[config.mk]
export PLATFORM = sky130hd
export DESIGN_NAME = color_tracker
export DESIGN_NICKNAME = d
export VERILOG_FILES = /design/src/hdl/tracker_pkg.sv /design/src/hdl/pix_if.sv /design/src/hdl/color_tracker.sv /design/src/hdl/com_divider.sv /design/src/hdl/com_result.sv /design/src/hdl/mask_execute.sv /design/src/hdl/pixel_decode.sv
export VERILOG_INCLUDE_DIRS = /design/src /design/src/hdl
export SDC_FILE = /design/constraint.sdc
export NUM_CORES = 1
export LEC_CHECK = 0
export BUFFER_PORTS_ARGS = -buffer_cell sky130_fd_sc_hd__buf_2
export CORE_MARGIN = 3
export CORE_UTILIZATION = 40
export CTS_BUF_LIST = sky130_fd_sc_hd__clkbuf_4
export DETAILED_ROUTE_END_ITERATION = 6
export PLACE_DENSITY = 0.58
export SKIP_LAST_GASP = 1
export SLEW_MARGIN = 20
export SYNTH_ARGS = -nofsm -noshare
export SYNTH_HDL_FRONTEND = slang
export SYNTH_HIERARCHICAL = 1
export SYNTH_SLANG_ARGS = --single-unit
export TNS_END_PERCENT = 1
[constraint.sdc]
create_clock -name clk_pixel -period 6.67 [get_ports clk_pixel]
set_input_delay 1.334 -clock clk_pixel [delete_from_list [all_inputs] [get_ports clk_pixel]]
set_output_delay 1.334 -clock clk_pixel [all_outputs]
set_load 0.02 [all_outputs]
[src/hdl/tracker_consts.svh]
`ifndef TRACKER_CONSTS_SVH
`define TRACKER_CONSTS_SVH

// field widths
`define HCOUNT_W 11 // horizontal pixel coordinate
`define VCOUNT_W 10 // vertical pixel coordinate
`define CHAN_W   8  // one colour byte
`define SUM_W    32 // coordinate sums over a frame
`define CNT_W    22 // masked pixel count

// bt.601 integer weights, scaled by 256
`define Y_R  66
`define Y_G  129
`define Y_B  25
`define CB_R (-38)
`define CB_G (-74)
`define CB_B 112
`define CR_R 112
`define CR_G (-94)
`define CR_B (-18)

// offsets added after the >>8
`define Y_OFS 16
`define C_OFS 128

`endif

[src/hdl/tracker_pkg.sv]
`include "tracker_consts.svh"

package tracker_pkg;

    // byte that the threshold looks at
    typedef enum logic [1:0] {
        CH_Y  = 2'd0,
        CH_CR = 2'd1,
        CH_CB = 2'd2
    } channel_e;

    typedef enum logic [1:0] {
        DISP_CAMERA  = 2'd0, // plain camera pixel
        DISP_CHANNEL = 2'd1, // picked channel as grey
        DISP_MASK    = 2'd2, // white where masked, black elsewhere
        DISP_OVERLAY = 2'd3  // magenta over the camera image
    } display_e;

    typedef enum logic [1:0] {
        DIV_IDLE = 2'd0,
        DIV_RUN  = 2'd1, // one quotient bit per clock
        DIV_DONE = 2'd2  // result valid for one cycle
    } div_state_e;

    typedef struct packed {
        logic [`CHAN_W-1:0] r;
        logic [`CHAN_W-1:0] g;
        logic [`CHAN_W-1:0] b;
    } rgb_t;

    typedef struct packed {
        logic [`CHAN_W-1:0] y;
        logic [`CHAN_W-1:0] cr;
        logic [`CHAN_W-1:0] cb;
    } ycc_t;

endpackage

[src/hdl/pix_if.sv]
`timescale 1ns/1ps
`include "tracker_consts.svh"

// one pixel record between two pipeline stages, valid/ready handshake
interface pix_if import tracker_pkg::*; ();

    logic                 valid;  // record present on this hop
    logic                 ready;  // receiver takes it this edge
    logic [`HCOUNT_W-1:0] hcount;
    logic [`VCOUNT_W-1:0] vcount;
    logic                 last;   // final pixel of the frame
    rgb_t                 rgb;    // expanded camera pixel
    ycc_t                 ycc;    // converted pixel
    logic [`CHAN_W-1:0]   chan;   // byte picked by the channel select
    logic                 mask;   // threshold result, second hop only

    // sending stage
    modport src (
        output valid, hcount, vcount, last, rgb, ycc, chan, mask,
        input  ready
    );

    // receiving stage
    modport dst (
        input  valid, hcount, vcount, last, rgb, ycc, chan, mask,
        output ready
    );

endinterface

[src/hdl/color_tracker.sv]
`timescale 1ns/1ps
`include "tracker_consts.svh"

module color_tracker import tracker_pkg::*; (
    input  logic                 clk_pixel,
    input  logic                 recent_reset,
    // camera pixel stream
    input  logic                 pix_valid_i,
    output logic                 pix_ready_o,
    input  logic [15:0]          pix_data_i,   // rgb565
    input  logic [`HCOUNT_W-1:0] pix_hcount_i,
    input  logic [`VCOUNT_W-1:0] pix_vcount_i,
    input  logic                 pix_last_i,
    // control
    input  channel_e             channel_i,
    input  logic [`CHAN_W-1:0]   lower_i,
    input  logic [`CHAN_W-1:0]   upper_i,
    input  display_e             display_i,
    input  logic                 crosshair_i,
    // display pixel stream
    output logic                 out_valid_o,
    input  logic                 out_ready_i,
    output rgb_t                 out_rgb_o,
    output logic                 out_mask_o,
    // centre of mass
    output logic                 com_valid_o,
    output logic [`HCOUNT_W-1:0] com_x_o,
    output logic [`VCOUNT_W-1:0] com_y_o
);

    pix_if decode_to_exec ();  // converted pixel
    pix_if exec_to_result ();  // pixel with picked byte and mask

    pixel_decode i_decode (
        .clk_pixel    (clk_pixel),
        .recent_reset (recent_reset),
        .in_valid_i   (pix_valid_i),
        .in_ready_o   (pix_ready_o),
        .in_data_i    (pix_data_i),
        .in_hcount_i  (pix_hcount_i),
        .in_vcount_i  (pix_vcount_i),
        .in_last_i    (pix_last_i),
        .dec_o        (decode_to_exec.src)
    );

    mask_execute i_execute (
        .clk_pixel    (clk_pixel),
        .recent_reset (recent_reset),
        .channel_i    (channel_i),
        .lower_i      (lower_i),
        .upper_i      (upper_i),
        .dec_i        (decode_to_exec.dst),
        .exe_o        (exec_to_result.src)
    );

    com_result i_result (
        .clk_pixel    (clk_pixel),
        .recent_reset (recent_reset),
        .display_i    (display_i),
        .crosshair_i  (crosshair_i),
        .exe_i        (exec_to_result.dst),
        .out_valid_o  (out_valid_o),
        .out_ready_i  (out_ready_i),
        .out_rgb_o    (out_rgb_o),
        .out_mask_o   (out_mask_o),
        .com_valid_o  (com_valid_o),
        .com_x_o      (com_x_o),
        .com_y_o      (com_y_o)
    );

endmodule

[src/hdl/com_divider.sv]
`timescale 1ns/1ps
`include "tracker_consts.svh"

module com_divider import tracker_pkg::*; (
    input  logic                 clk_pixel,
    input  logic                 recent_reset,
    input  logic                 start_i,
    input  logic [`SUM_W-1:0]    sum_x_i,
    input  logic [`SUM_W-1:0]    sum_y_i,
    input  logic [`CNT_W-1:0]    count_i,   // never zero on a start
    output logic                 busy_o,
    output logic                 done_o,
    output logic [`HCOUNT_W-1:0] mean_x_o,  // held until the next done
    output logic [`VCOUNT_W-1:0] mean_y_o
);

    localparam int STEP_W = $clog2(`SUM_W);

    div_state_e               state;
    logic [STEP_W-1:0]        step;         // quotient bit being produced
    logic [`CNT_W-1:0]        den;
    logic [`CNT_W:0]          rem_x, rem_y;
    logic [`SUM_W-1:0]        quo_x, quo_y; // dividend shifts out as the quotient shifts in
    logic [`CNT_W+`SUM_W:0]   nxt_x, nxt_y; // {rem, quo} after one step

    // one restoring step shifts in the next dividend bit and subtracts if it fits
    function automatic logic [`CNT_W+`SUM_W:0] div_step(
        input logic [`CNT_W:0]   rem,
        input logic [`SUM_W-1:0] quo,
        input logic [`CNT_W-1:0] den_v
    );
        logic [`CNT_W+1:0] trial;
        logic              fits;
        trial = {rem, quo[`SUM_W-1]};
        fits  = trial >= {2'b00, den_v};
        if (fits) begin
            trial = trial - {2'b00, den_v}; // result is below den so the top bit drops
        end
        return {trial[`CNT_W:0], quo[`SUM_W-2:0], fits};
    endfunction

    always_comb begin
        nxt_x = div_step(rem_x, quo_x, den); // both run in lockstep
        nxt_y = div_step(rem_y, quo_y, den);
    end

    assign busy_o = state != DIV_IDLE;
    assign done_o = state == DIV_DONE;

    always_ff @(posedge clk_pixel) begin
        if (recent_reset) begin
            state    <= DIV_IDLE;
            step     <= '0;
            mean_x_o <= '0;
            mean_y_o <= '0;
        end else begin
            case (state)
                DIV_IDLE: begin
                    step <= '0;
                    if (start_i) state <= DIV_RUN;
                end
                DIV_RUN: begin
                    step <= step + 1'b1;
                    if (step == STEP_W'(`SUM_W - 1)) begin
                        state    <= DIV_DONE;
                        mean_x_o <= nxt_x[`HCOUNT_W-1:0]; // mean never exceeds a coordinate
                        mean_y_o <= nxt_y[`VCOUNT_W-1:0];
                    end
                end
                default: state <= DIV_IDLE; // DIV_DONE lasts one cycle
            endcase
        end
    end

    always_ff @(posedge clk_pixel) begin
        if (state == DIV_IDLE && start_i) begin
            den   <= count_i;
            rem_x <= '0;
            rem_y <= '0;
            quo_x <= sum_x_i;
            quo_y <= sum_y_i;
        end else if (state == DIV_RUN) begin
            rem_x <= nxt_x[`CNT_W+`SUM_W:`SUM_W];
            quo_x <= nxt_x[`SUM_W-1:0];
            rem_y <= nxt_y[`CNT_W+`SUM_W:`SUM_W];
            quo_y <= nxt_y[`SUM_W-1:0];
        end
    end

    // the result stage must hold off a new frame end while we run
    a_no_start_busy: assert property (@(posedge clk_pixel) disable iff (recent_reset)
        start_i |-> !busy_o);

    // sums of coordinates over their count give a quotient that fits a coordinate
    a_mean_fits: assert property (@(posedge clk_pixel) disable iff (recent_reset)
        state == DIV_RUN && step == STEP_W'(`SUM_W - 1)
            |-> nxt_x[`SUM_W-1:`HCOUNT_W] == '0 && nxt_y[`SUM_W-1:`VCOUNT_W] == '0);

endmodule

[src/hdl/com_result.sv]
`timescale 1ns/1ps
`include "tracker_consts.svh"

module com_result import tracker_pkg::*; (
    input  logic                 clk_pixel,
    input  logic                 recent_reset,
    input  display_e             display_i,
    input  logic                 crosshair_i,
    pix_if.dst                   exe_i,
    output logic                 out_valid_o,
    input  logic                 out_ready_i,
    output rgb_t                 out_rgb_o,
    output logic                 out_mask_o,
    output logic                 com_valid_o,  // one cycle per finished division
    output logic [`HCOUNT_W-1:0] com_x_o,      // centre held from the last frame
    output logic [`VCOUNT_W-1:0] com_y_o
);

    logic              take;      // transfer from execute this edge
    logic              div_busy;
    logic              div_start;
    logic [`SUM_W-1:0] sum_x, sum_y;
    logic [`SUM_W-1:0] sum_x_nxt, sum_y_nxt;
    logic [`CNT_W-1:0] cnt, cnt_nxt;
    logic              on_cross;  // pixel lies on the held row or column
    rgb_t              mode_rgb;
    rgb_t              pix_rgb;   // after the crosshair override

    // frame end waits while the previous division still runs
    assign exe_i.ready = (!out_valid_o || out_ready_i) && !(exe_i.last && div_busy);
    assign take        = exe_i.valid && exe_i.ready;

    // running totals including the pixel now on the input
    always_comb begin
        sum_x_nxt = sum_x;
        sum_y_nxt = sum_y;
        cnt_nxt   = cnt;
        if (exe_i.mask) begin
            sum_x_nxt = sum_x + {{(`SUM_W - `HCOUNT_W){1'b0}}, exe_i.hcount};
            sum_y_nxt = sum_y + {{(`SUM_W - `VCOUNT_W){1'b0}}, exe_i.vcount};
            cnt_nxt   = cnt + 1'b1;
        end
    end

    assign div_start = take && exe_i.last && (cnt_nxt != '0); // empty frame keeps old centre

    always_ff @(posedge clk_pixel) begin
        if (recent_reset) begin
            sum_x <= '0;
            sum_y <= '0;
            cnt   <= '0;
        end else if (take) begin
            if (exe_i.last) begin // divider latches the totals, restart for next frame
                sum_x <= '0;
                sum_y <= '0;
                cnt   <= '0;
            end else begin
                sum_x <= sum_x_nxt;
                sum_y <= sum_y_nxt;
                cnt   <= cnt_nxt;
            end
        end
    end

    com_divider i_divider (
        .clk_pixel    (clk_pixel),
        .recent_reset (recent_reset),
        .start_i      (div_start),
        .sum_x_i      (sum_x_nxt),
        .sum_y_i      (sum_y_nxt),
        .count_i      (cnt_nxt),
        .busy_o       (div_busy),
        .done_o       (com_valid_o),
        .mean_x_o     (com_x_o),
        .mean_y_o     (com_y_o)
    );

    always_comb begin
        case (display_i)
            DISP_CHANNEL: mode_rgb = '{exe_i.chan, exe_i.chan, exe_i.chan}; // grey
            DISP_MASK:    mode_rgb = exe_i.mask ? '{'1, '1, '1} : '{'0, '0, '0};
            DISP_OVERLAY: mode_rgb = exe_i.mask ? '{'1, '0, '1} : exe_i.rgb;
            default:      mode_rgb = exe_i.rgb; // DISP_CAMERA
        endcase
    end

    assign on_cross = (exe_i.hcount == com_x_o) || (exe_i.vcount == com_y_o);
    assign pix_rgb  = (crosshair_i && on_cross) ? '{'1, '1, '1} : mode_rgb;

    always_ff @(posedge clk_pixel) begin
        if (recent_reset) begin
            out_valid_o <= 1'b0;
        end else if (!out_valid_o || out_ready_i) begin
            out_valid_o <= take;
        end
    end

    always_ff @(posedge clk_pixel) begin
        if (take) begin
            out_rgb_o  <= pix_rgb;
            out_mask_o <= exe_i.mask;
        end
    end

endmodule

[src/hdl/mask_execute.sv]
`timescale 1ns/1ps
`include "tracker_consts.svh"

module mask_execute import tracker_pkg::*; (
    input  logic               clk_pixel,
    input  logic               recent_reset,
    input  channel_e           channel_i,
    input  logic [`CHAN_W-1:0] lower_i,  // inclusive bounds
    input  logic [`CHAN_W-1:0] upper_i,
    pix_if.dst                 dec_i,
    pix_if.src                 exe_o
);

    logic [`CHAN_W-1:0] pick;   // byte under test
    logic               in_box; // lower <= pick <= upper

    always_comb begin
        case (channel_i)
            CH_CR:   pick = dec_i.ycc.cr;
            CH_CB:   pick = dec_i.ycc.cb;
            default: pick = dec_i.ycc.y; // CH_Y
        endcase
    end

    assign in_box      = (pick >= lower_i) && (pick <= upper_i);
    assign dec_i.ready = !exe_o.valid || exe_o.ready;

    always_ff @(posedge clk_pixel) begin
        if (recent_reset) begin
            exe_o.valid <= 1'b0;
        end else if (dec_i.ready) begin
            exe_o.valid <= dec_i.valid;
        end
    end

    always_ff @(posedge clk_pixel) begin
        if (dec_i.valid && dec_i.ready) begin
            exe_o.hcount <= dec_i.hcount;
            exe_o.vcount <= dec_i.vcount;
            exe_o.last   <= dec_i.last;
            exe_o.rgb    <= dec_i.rgb;
            exe_o.ycc    <= dec_i.ycc;
            exe_o.chan   <= pick;   // carried so the display needs no reselect
            exe_o.mask   <= in_box;
        end
    end

endmodule

[src/hdl/pixel_decode.sv]
`timescale 1ns/1ps
`include "tracker_consts.svh"

module pixel_decode import tracker_pkg::*; (
    input  logic                 clk_pixel,
    input  logic                 recent_reset,
    input  logic                 in_valid_i,
    output logic                 in_ready_o,
    input  logic [15:0]          in_data_i,   // rgb565
    input  logic [`HCOUNT_W-1:0] in_hcount_i,
    input  logic [`VCOUNT_W-1:0] in_vcount_i,
    input  logic                 in_last_i,
    pix_if.src                   dec_o
);

    rgb_t rgb_in; // zero-filled rgb888
    int   y_acc;  // full precision results before truncation
    int   cr_acc;
    int   cb_acc;

    assign rgb_in = '{r: {in_data_i[15:11], 3'b000},
                      g: {in_data_i[10:5], 2'b00},
                      b: {in_data_i[4:0], 3'b000}};

    // weighted sums, +128 rounds, arithmetic shift floors the negatives
    always_comb begin
        y_acc  = ((`Y_R * int'(rgb_in.r) + `Y_G * int'(rgb_in.g) + `Y_B * int'(rgb_in.b)
                  + 128) >>> 8) + `Y_OFS;
        cb_acc = ((`CB_R * int'(rgb_in.r) + `CB_G * int'(rgb_in.g) + `CB_B * int'(rgb_in.b)
                  + 128) >>> 8) + `C_OFS;
        cr_acc = ((`CR_R * int'(rgb_in.r) + `CR_G * int'(rgb_in.g) + `CR_B * int'(rgb_in.b)
                  + 128) >>> 8) + `C_OFS;
    end

    assign in_ready_o = !dec_o.valid || dec_o.ready; // empty or draining

    always_ff @(posedge clk_pixel) begin
        if (recent_reset) begin
            dec_o.valid <= 1'b0;
        end else if (in_ready_o) begin
            dec_o.valid <= in_valid_i;
        end
    end

    // payload only moves on a transfer
    always_ff @(posedge clk_pixel) begin
        if (in_valid_i && in_ready_o) begin
            dec_o.hcount <= in_hcount_i;
            dec_o.vcount <= in_vcount_i;
            dec_o.last   <= in_last_i;
            dec_o.rgb    <= rgb_in;
            dec_o.ycc    <= '{y: y_acc[`CHAN_W-1:0], cr: cr_acc[`CHAN_W-1:0],
                              cb: cb_acc[`CHAN_W-1:0]};
        end
    end

    assign dec_o.chan = '0;   // picked later in execute
    assign dec_o.mask = 1'b0; // no threshold yet on this hop

    // a stalled record must hold until the execute stage takes it
    a_dec_stall_stable: assert property (@(posedge clk_pixel) disable iff (recent_reset)
        dec_o.valid && !dec_o.ready |=> dec_o.valid
            && $stable({dec_o.hcount, dec_o.vcount, dec_o.last, dec_o.rgb, dec_o.ycc}));

endmodule

==> After elaboration in Yosys (flattened, before gate mapping) <==
Cells that the tools add are included.
{ "word_totals": {"regBits": 383, "mem_bits_rw": 0, "latch_bits": 0, "word_cells": 124, "mem_count": 0, "mem_bits_ro": 0} }
{ "op_classes": {"multipliers": 9, "div_mod_pow": 0, "n_lt_le_gt_ge": 4, "bitwise": 0, "addsub": 18, "n_reduce_logical": 25, "eq_ne": 12, "muxes": 20, "n_shift": 0} }
{ "op_table": {"columns": ["op", "n"], "rows": [
  ["$mux 32", 8],
  ["$add 16x16->16", 6],
  ["$pmux 24 s3", 1],
  ["$add 16x9->16 const B", 3],
  ["$ge 24x22->1", 2],
  ["$mux 24", 2],
  ["$mux 23", 2],
  ["$sub 23x22->23", 2],
  ["$mux 22", 2],
  ["$add 32x10->32", 1],
  ["$add 32x11->32", 1],
  ["$mul 7x7->13 const A", 2],
  ["$add 22x1->22 const B", 1],
  ["$reduce_bool 22->1", 1],
  ["$add 8x8->8 const B", 2],
  ["$mul 3x5->8 const A", 2],
  ["$pmux 8 s2", 1],
  ["$mul 8x6->14 const A", 1],
  ["$mul 6x6->12 const A", 1],
  ["$eq 11x11->1", 1],
  ["$mul 5x6->11 const A", 1],
  ["$mul 6x5->11 const A", 1],
  ["$eq 10x10->1", 1],
  ["$logic_and 1x1->1", 10],
  ["other kinds (17)", 33]
]} }

==> Longest topological paths before layout <==
{ "logic_depth": {"depth_word": 9, "mapped_depth": 25, "mapped_depth_nobuf": 25} }

==> Cells and area by module <==
Netlist, hierarchy kept.
{ "by_module_without_submodules": {"columns": ["mod", "cells_each", "n_inst", "area_each_um2", "seq_area_each_um2"], "rows": [
  ["com_divider", 921, 1, 8331.7, 4063.9],
  ["com_result", 1009, 1, 8039.0, 2492.4],
  ["pixel_decode", 696, 1, 7636.1, 1881.8],
  ["mask_execute", 172, 1, 2994.1, 2392.3]
]} }

==> Least setup slack after synthesis <==
OpenSTA, ideal clock, no wires.
{ "synth_path": {"path_type": "input port to flip-flop", "start": "input pix_data_i[2]", "end": "register i_decode/dec_o.ycc[15] (netlist name)", "stages": 16, "arrival_ns": 5.823, "setup_slack_ns": 0.579, "cell_sequence": "fa_1 -> ha_1 -> inv_1 -> fa_1 -> inv_1 -> fa_1 -> a21o_1 -> a21oi_1 -> xnor2_1 -> fa_1 -> ha_1 -> ha_1 -> or3_1 -> o221a_2 -> o41ai_2 -> xnor3_1"} }
{ "synth_lines": {"columns": ["element", "line", "source"], "rows": [
  ["from (decl)", "color_tracker.sv:10", "input logic [15:0] pix_data_i,"]
]} }

==> impl_metrics.json <==
{
  "grt_overflow": 0,
  "leakage_nw": 12.6,
  "setup_violations": 0,
  "post_drt_wl_per_cell_um": 17.1,
  "fin_crit_ns": 5.68,
  "setup_tns_ns": 0,
  "die_area_mm2": 0.0686,
  "clock_sinks": 391,
  "dieHeight_um": 262,
  "hold_violations": 0,
  "finalMaxSlewViolations": 0,
  "worst_clock_skew_ns": 0.0992,
  "layoutNonFillerInstCount": 3853,
  "cpMostUsedCell": "fa_1",
  "core-area_mm2": 0.0647,
  "first_global_vias": 20122,
  "startpoint_type": "primary input",
  "cts_buffers": 107,
  "dp_hpwl_mm": 48.2,
  "viasPerCell": 5.32,
  "drt_iter0_markers": 1279,
  "cp.arrival_ns": 6.26,
  "reg2reg_slack_ns": 1.76,
  "cellPowerDensity_mw_per_mm2": 357,
  "num_io_pins": 112,
  "vdd_drop_max_uv": 377,
  "drt_pass1_iterations": 5,
  "drive_gt1_share_pct": 13.4,
  "syn_area_per_cell_um2": 9.48,
  "final_antenna_net_count": 0,
  "ys.warnings.count": 6,
  "syn-cell-area_mm2": 0.0262,
  "crit_fanout": 4,
  "cts_setup_buffers": 0,
  "htreeDepth": 3,
  "cts_buffer_depth": 3,
  "endpoint_kind": "flop",
  "cts_resized": 0,
  "period_share_pct": 85.2,
  "port_buffers": 111,
  "tightest_slew_ns": 1.04,
  "path_class": "primary input to flop",
  "maxCapViolations": 0,
  "cts_tree": "yes",
  "holdBufCountCts": 0,
  "clock_latency_ns": 0.92,
  "syn_inst": 2765,
  "cpPeakStageDelay_ns": 0.51,
  "grt_pass1_wl_mm": 106,
  "path_cells": "buf_2 > fa_1 > ha_1 > inv_1 > fa_1 > inv_1 > fa_1 > a21o_1 > a21oi_1 > xnor2_1 > fa_1 > ha_1 > ha_1 > or3_1 > o221a_2 > o41ai_2 > xnor3_1",
  "antenna_found_initial": 2,
  "drc_errors": 0,
  "status": "complete, no violations",
  "grt_usage_pct": 19.3,
  "clk_pin_slew_ns": 0.06,
  "drt_wl_total_mm": 66.0,
  "slew-limit-headroom_pct": 30.1,
  "rows": 93,
  "hp-class": "flop to flop",
  "clockRootBuffer": "clkbuf_4",
  "gp_routability_congestion": 0.899,
  "placed_cells": 3652,
  "final_nets": 3292,
  "fmax_mhz": 176,
  "start_util_pct": 40.5,
  "grt_max_degree": 87,
  "vias": 20481,
  "required_ns": 7.25,
  "syn_to_final_growth_pct": 10.8,
  "dieWidth_um": 262,
  "slowest_stage": "fa_1",
  "rsz0062_at_grt": "false",
  "n_fill_cell": 6362
}
## flip-flops by register name (all words and copies together) (netlist names), 2 cells and up
register,cells
i_result/i_divider/mean_x_o,11
i_result/out_rgb_o,24
i_execute/exe_o.rgb,24
i_result/i_divider/step,5
i_decode/dec_o.ycc,24
i_execute/exe_o.chan,8
i_result/i_divider/quo_x,32
i_result/i_divider/state,2
i_result/i_divider/rem_x,23
i_decode/dec_o.hcount,11
i_result/cnt,22
i_decode/dec_o.vcount,10
i_result/i_divider/rem_y,23
i_result/i_divider/mean_y_o,10
i_result/sum_x,32
i_result/sum_y,32
i_execute/exe_o.hcount,11
i_result/i_divider/den,22
i_decode/dec_o.rgb,16
i_result/i_divider/quo_y,32
i_execute/exe_o.vcount,10
## final timing paths
kind	to	start	cells past startpoint
worst max-delay path	i_decode/dec_o.ycc[15]	pix_data_i[2]	17
worst min-delay path	i_execute/exe_o.rgb[3]	i_decode/dec_o.rgb[3]	0
worst max register to register	i_result/i_divider/quo_y[31]	i_result/cnt[0]	13
worst min register to register	i_execute/exe_o.rgb[3]	i_decode/dec_o.rgb[3]	0
## final cells by class
| cell class | count | area (um^2) | share of cell area [%] |
|---|---|---|---|
| diodes | 2 | 5.00 | 0.0172 |
| clock buffers | 170 | 1280 | 4.39 |
| repair buffers | 149 | 841 | 2.89 |
| clock inverters | 29 | 141 | 0.487 |
| well taps | 855 | 1070 | 3.68 |
| multi-input cells | 2044 | 14800 | 51.0 |
| flip-flops and latches | 391 | 10100 | 34.8 |
| inverters | 213 | 800 | 2.75 |
## critical path: cells and delay by family
family | cells | cell delay (ns)
fa+ha+maj | 7 | 2.75
compound gates | 4 | 0.92
xor+xnor | 2 | 0.61
simple gates | 1 | 0.37
buf+inv | 3 | 0.26
## metrics by stage
stage	setup WS (ns)	power, mW	hold slack (ns)	cell area [um^2]	util [%]
after global routing	0.765	11.3	0.421	29100	44.9
after detailed placement	0.143	8.22	0.405	27600	42.7
after CTS	1.09	10.5	0.411	29000	44.9
final	0.988	10.4	0.407	29100	44.9
after floorplan	0.579	7.06	0.400	26200	-
after global placement	0.222	8.07	0.402	27600	42.7
## placed cells by master (no fill, tap or decap), types with 8 or more instances in the layout
cell type,count
buf_4,38
nand3_1,69
clkbuf_4,170
buf_2,111
nor3_1,33
a21oi_1,147
o21a_1,22
conb_1,8
a31oi_1,20
edfxtp_1,228
nand4_1,28
mux2i_1,26
nor4_1,11
clkinv_2,8
a211oi_1,15
dfxtp_1,163
mux2_2,19
a21o_1,47
nor2_1,144
or3_1,18
fa_1,68
a221o_1,16
o21ai_0,150
nand3b_1,10
o31ai_1,11
nand2_1,418
inv_1,208
o41ai_1,8
nand2b_1,26
a41oi_1,8
ha_1,255
and3_1,18
clkinv_1,17
xor2_1,68
xnor2_1,147
nor2b_1,19
o211ai_1,13
o21ai_1,19
a22oi_1,36
o21bai_1,17
## layer usage
layer,up-vias,track usage (%),part of all wire (%)
met4,0,5.60,1.9
met3,91,3.32,4.6
li1,10098,-,-
met5,-,0,0
met1,9813,26.9,48
met2,479,30.9,46
## power breakdown
group	internal [mW]	total (mW)	switching [mW]
combinational	2.22	4.93	2.71
sequential	3.07	3.25	0.180
clock	1.16	2.20	1.04
total	6.45	10.4	3.94
Note: power is estimated with default switching activity, not from simulation.
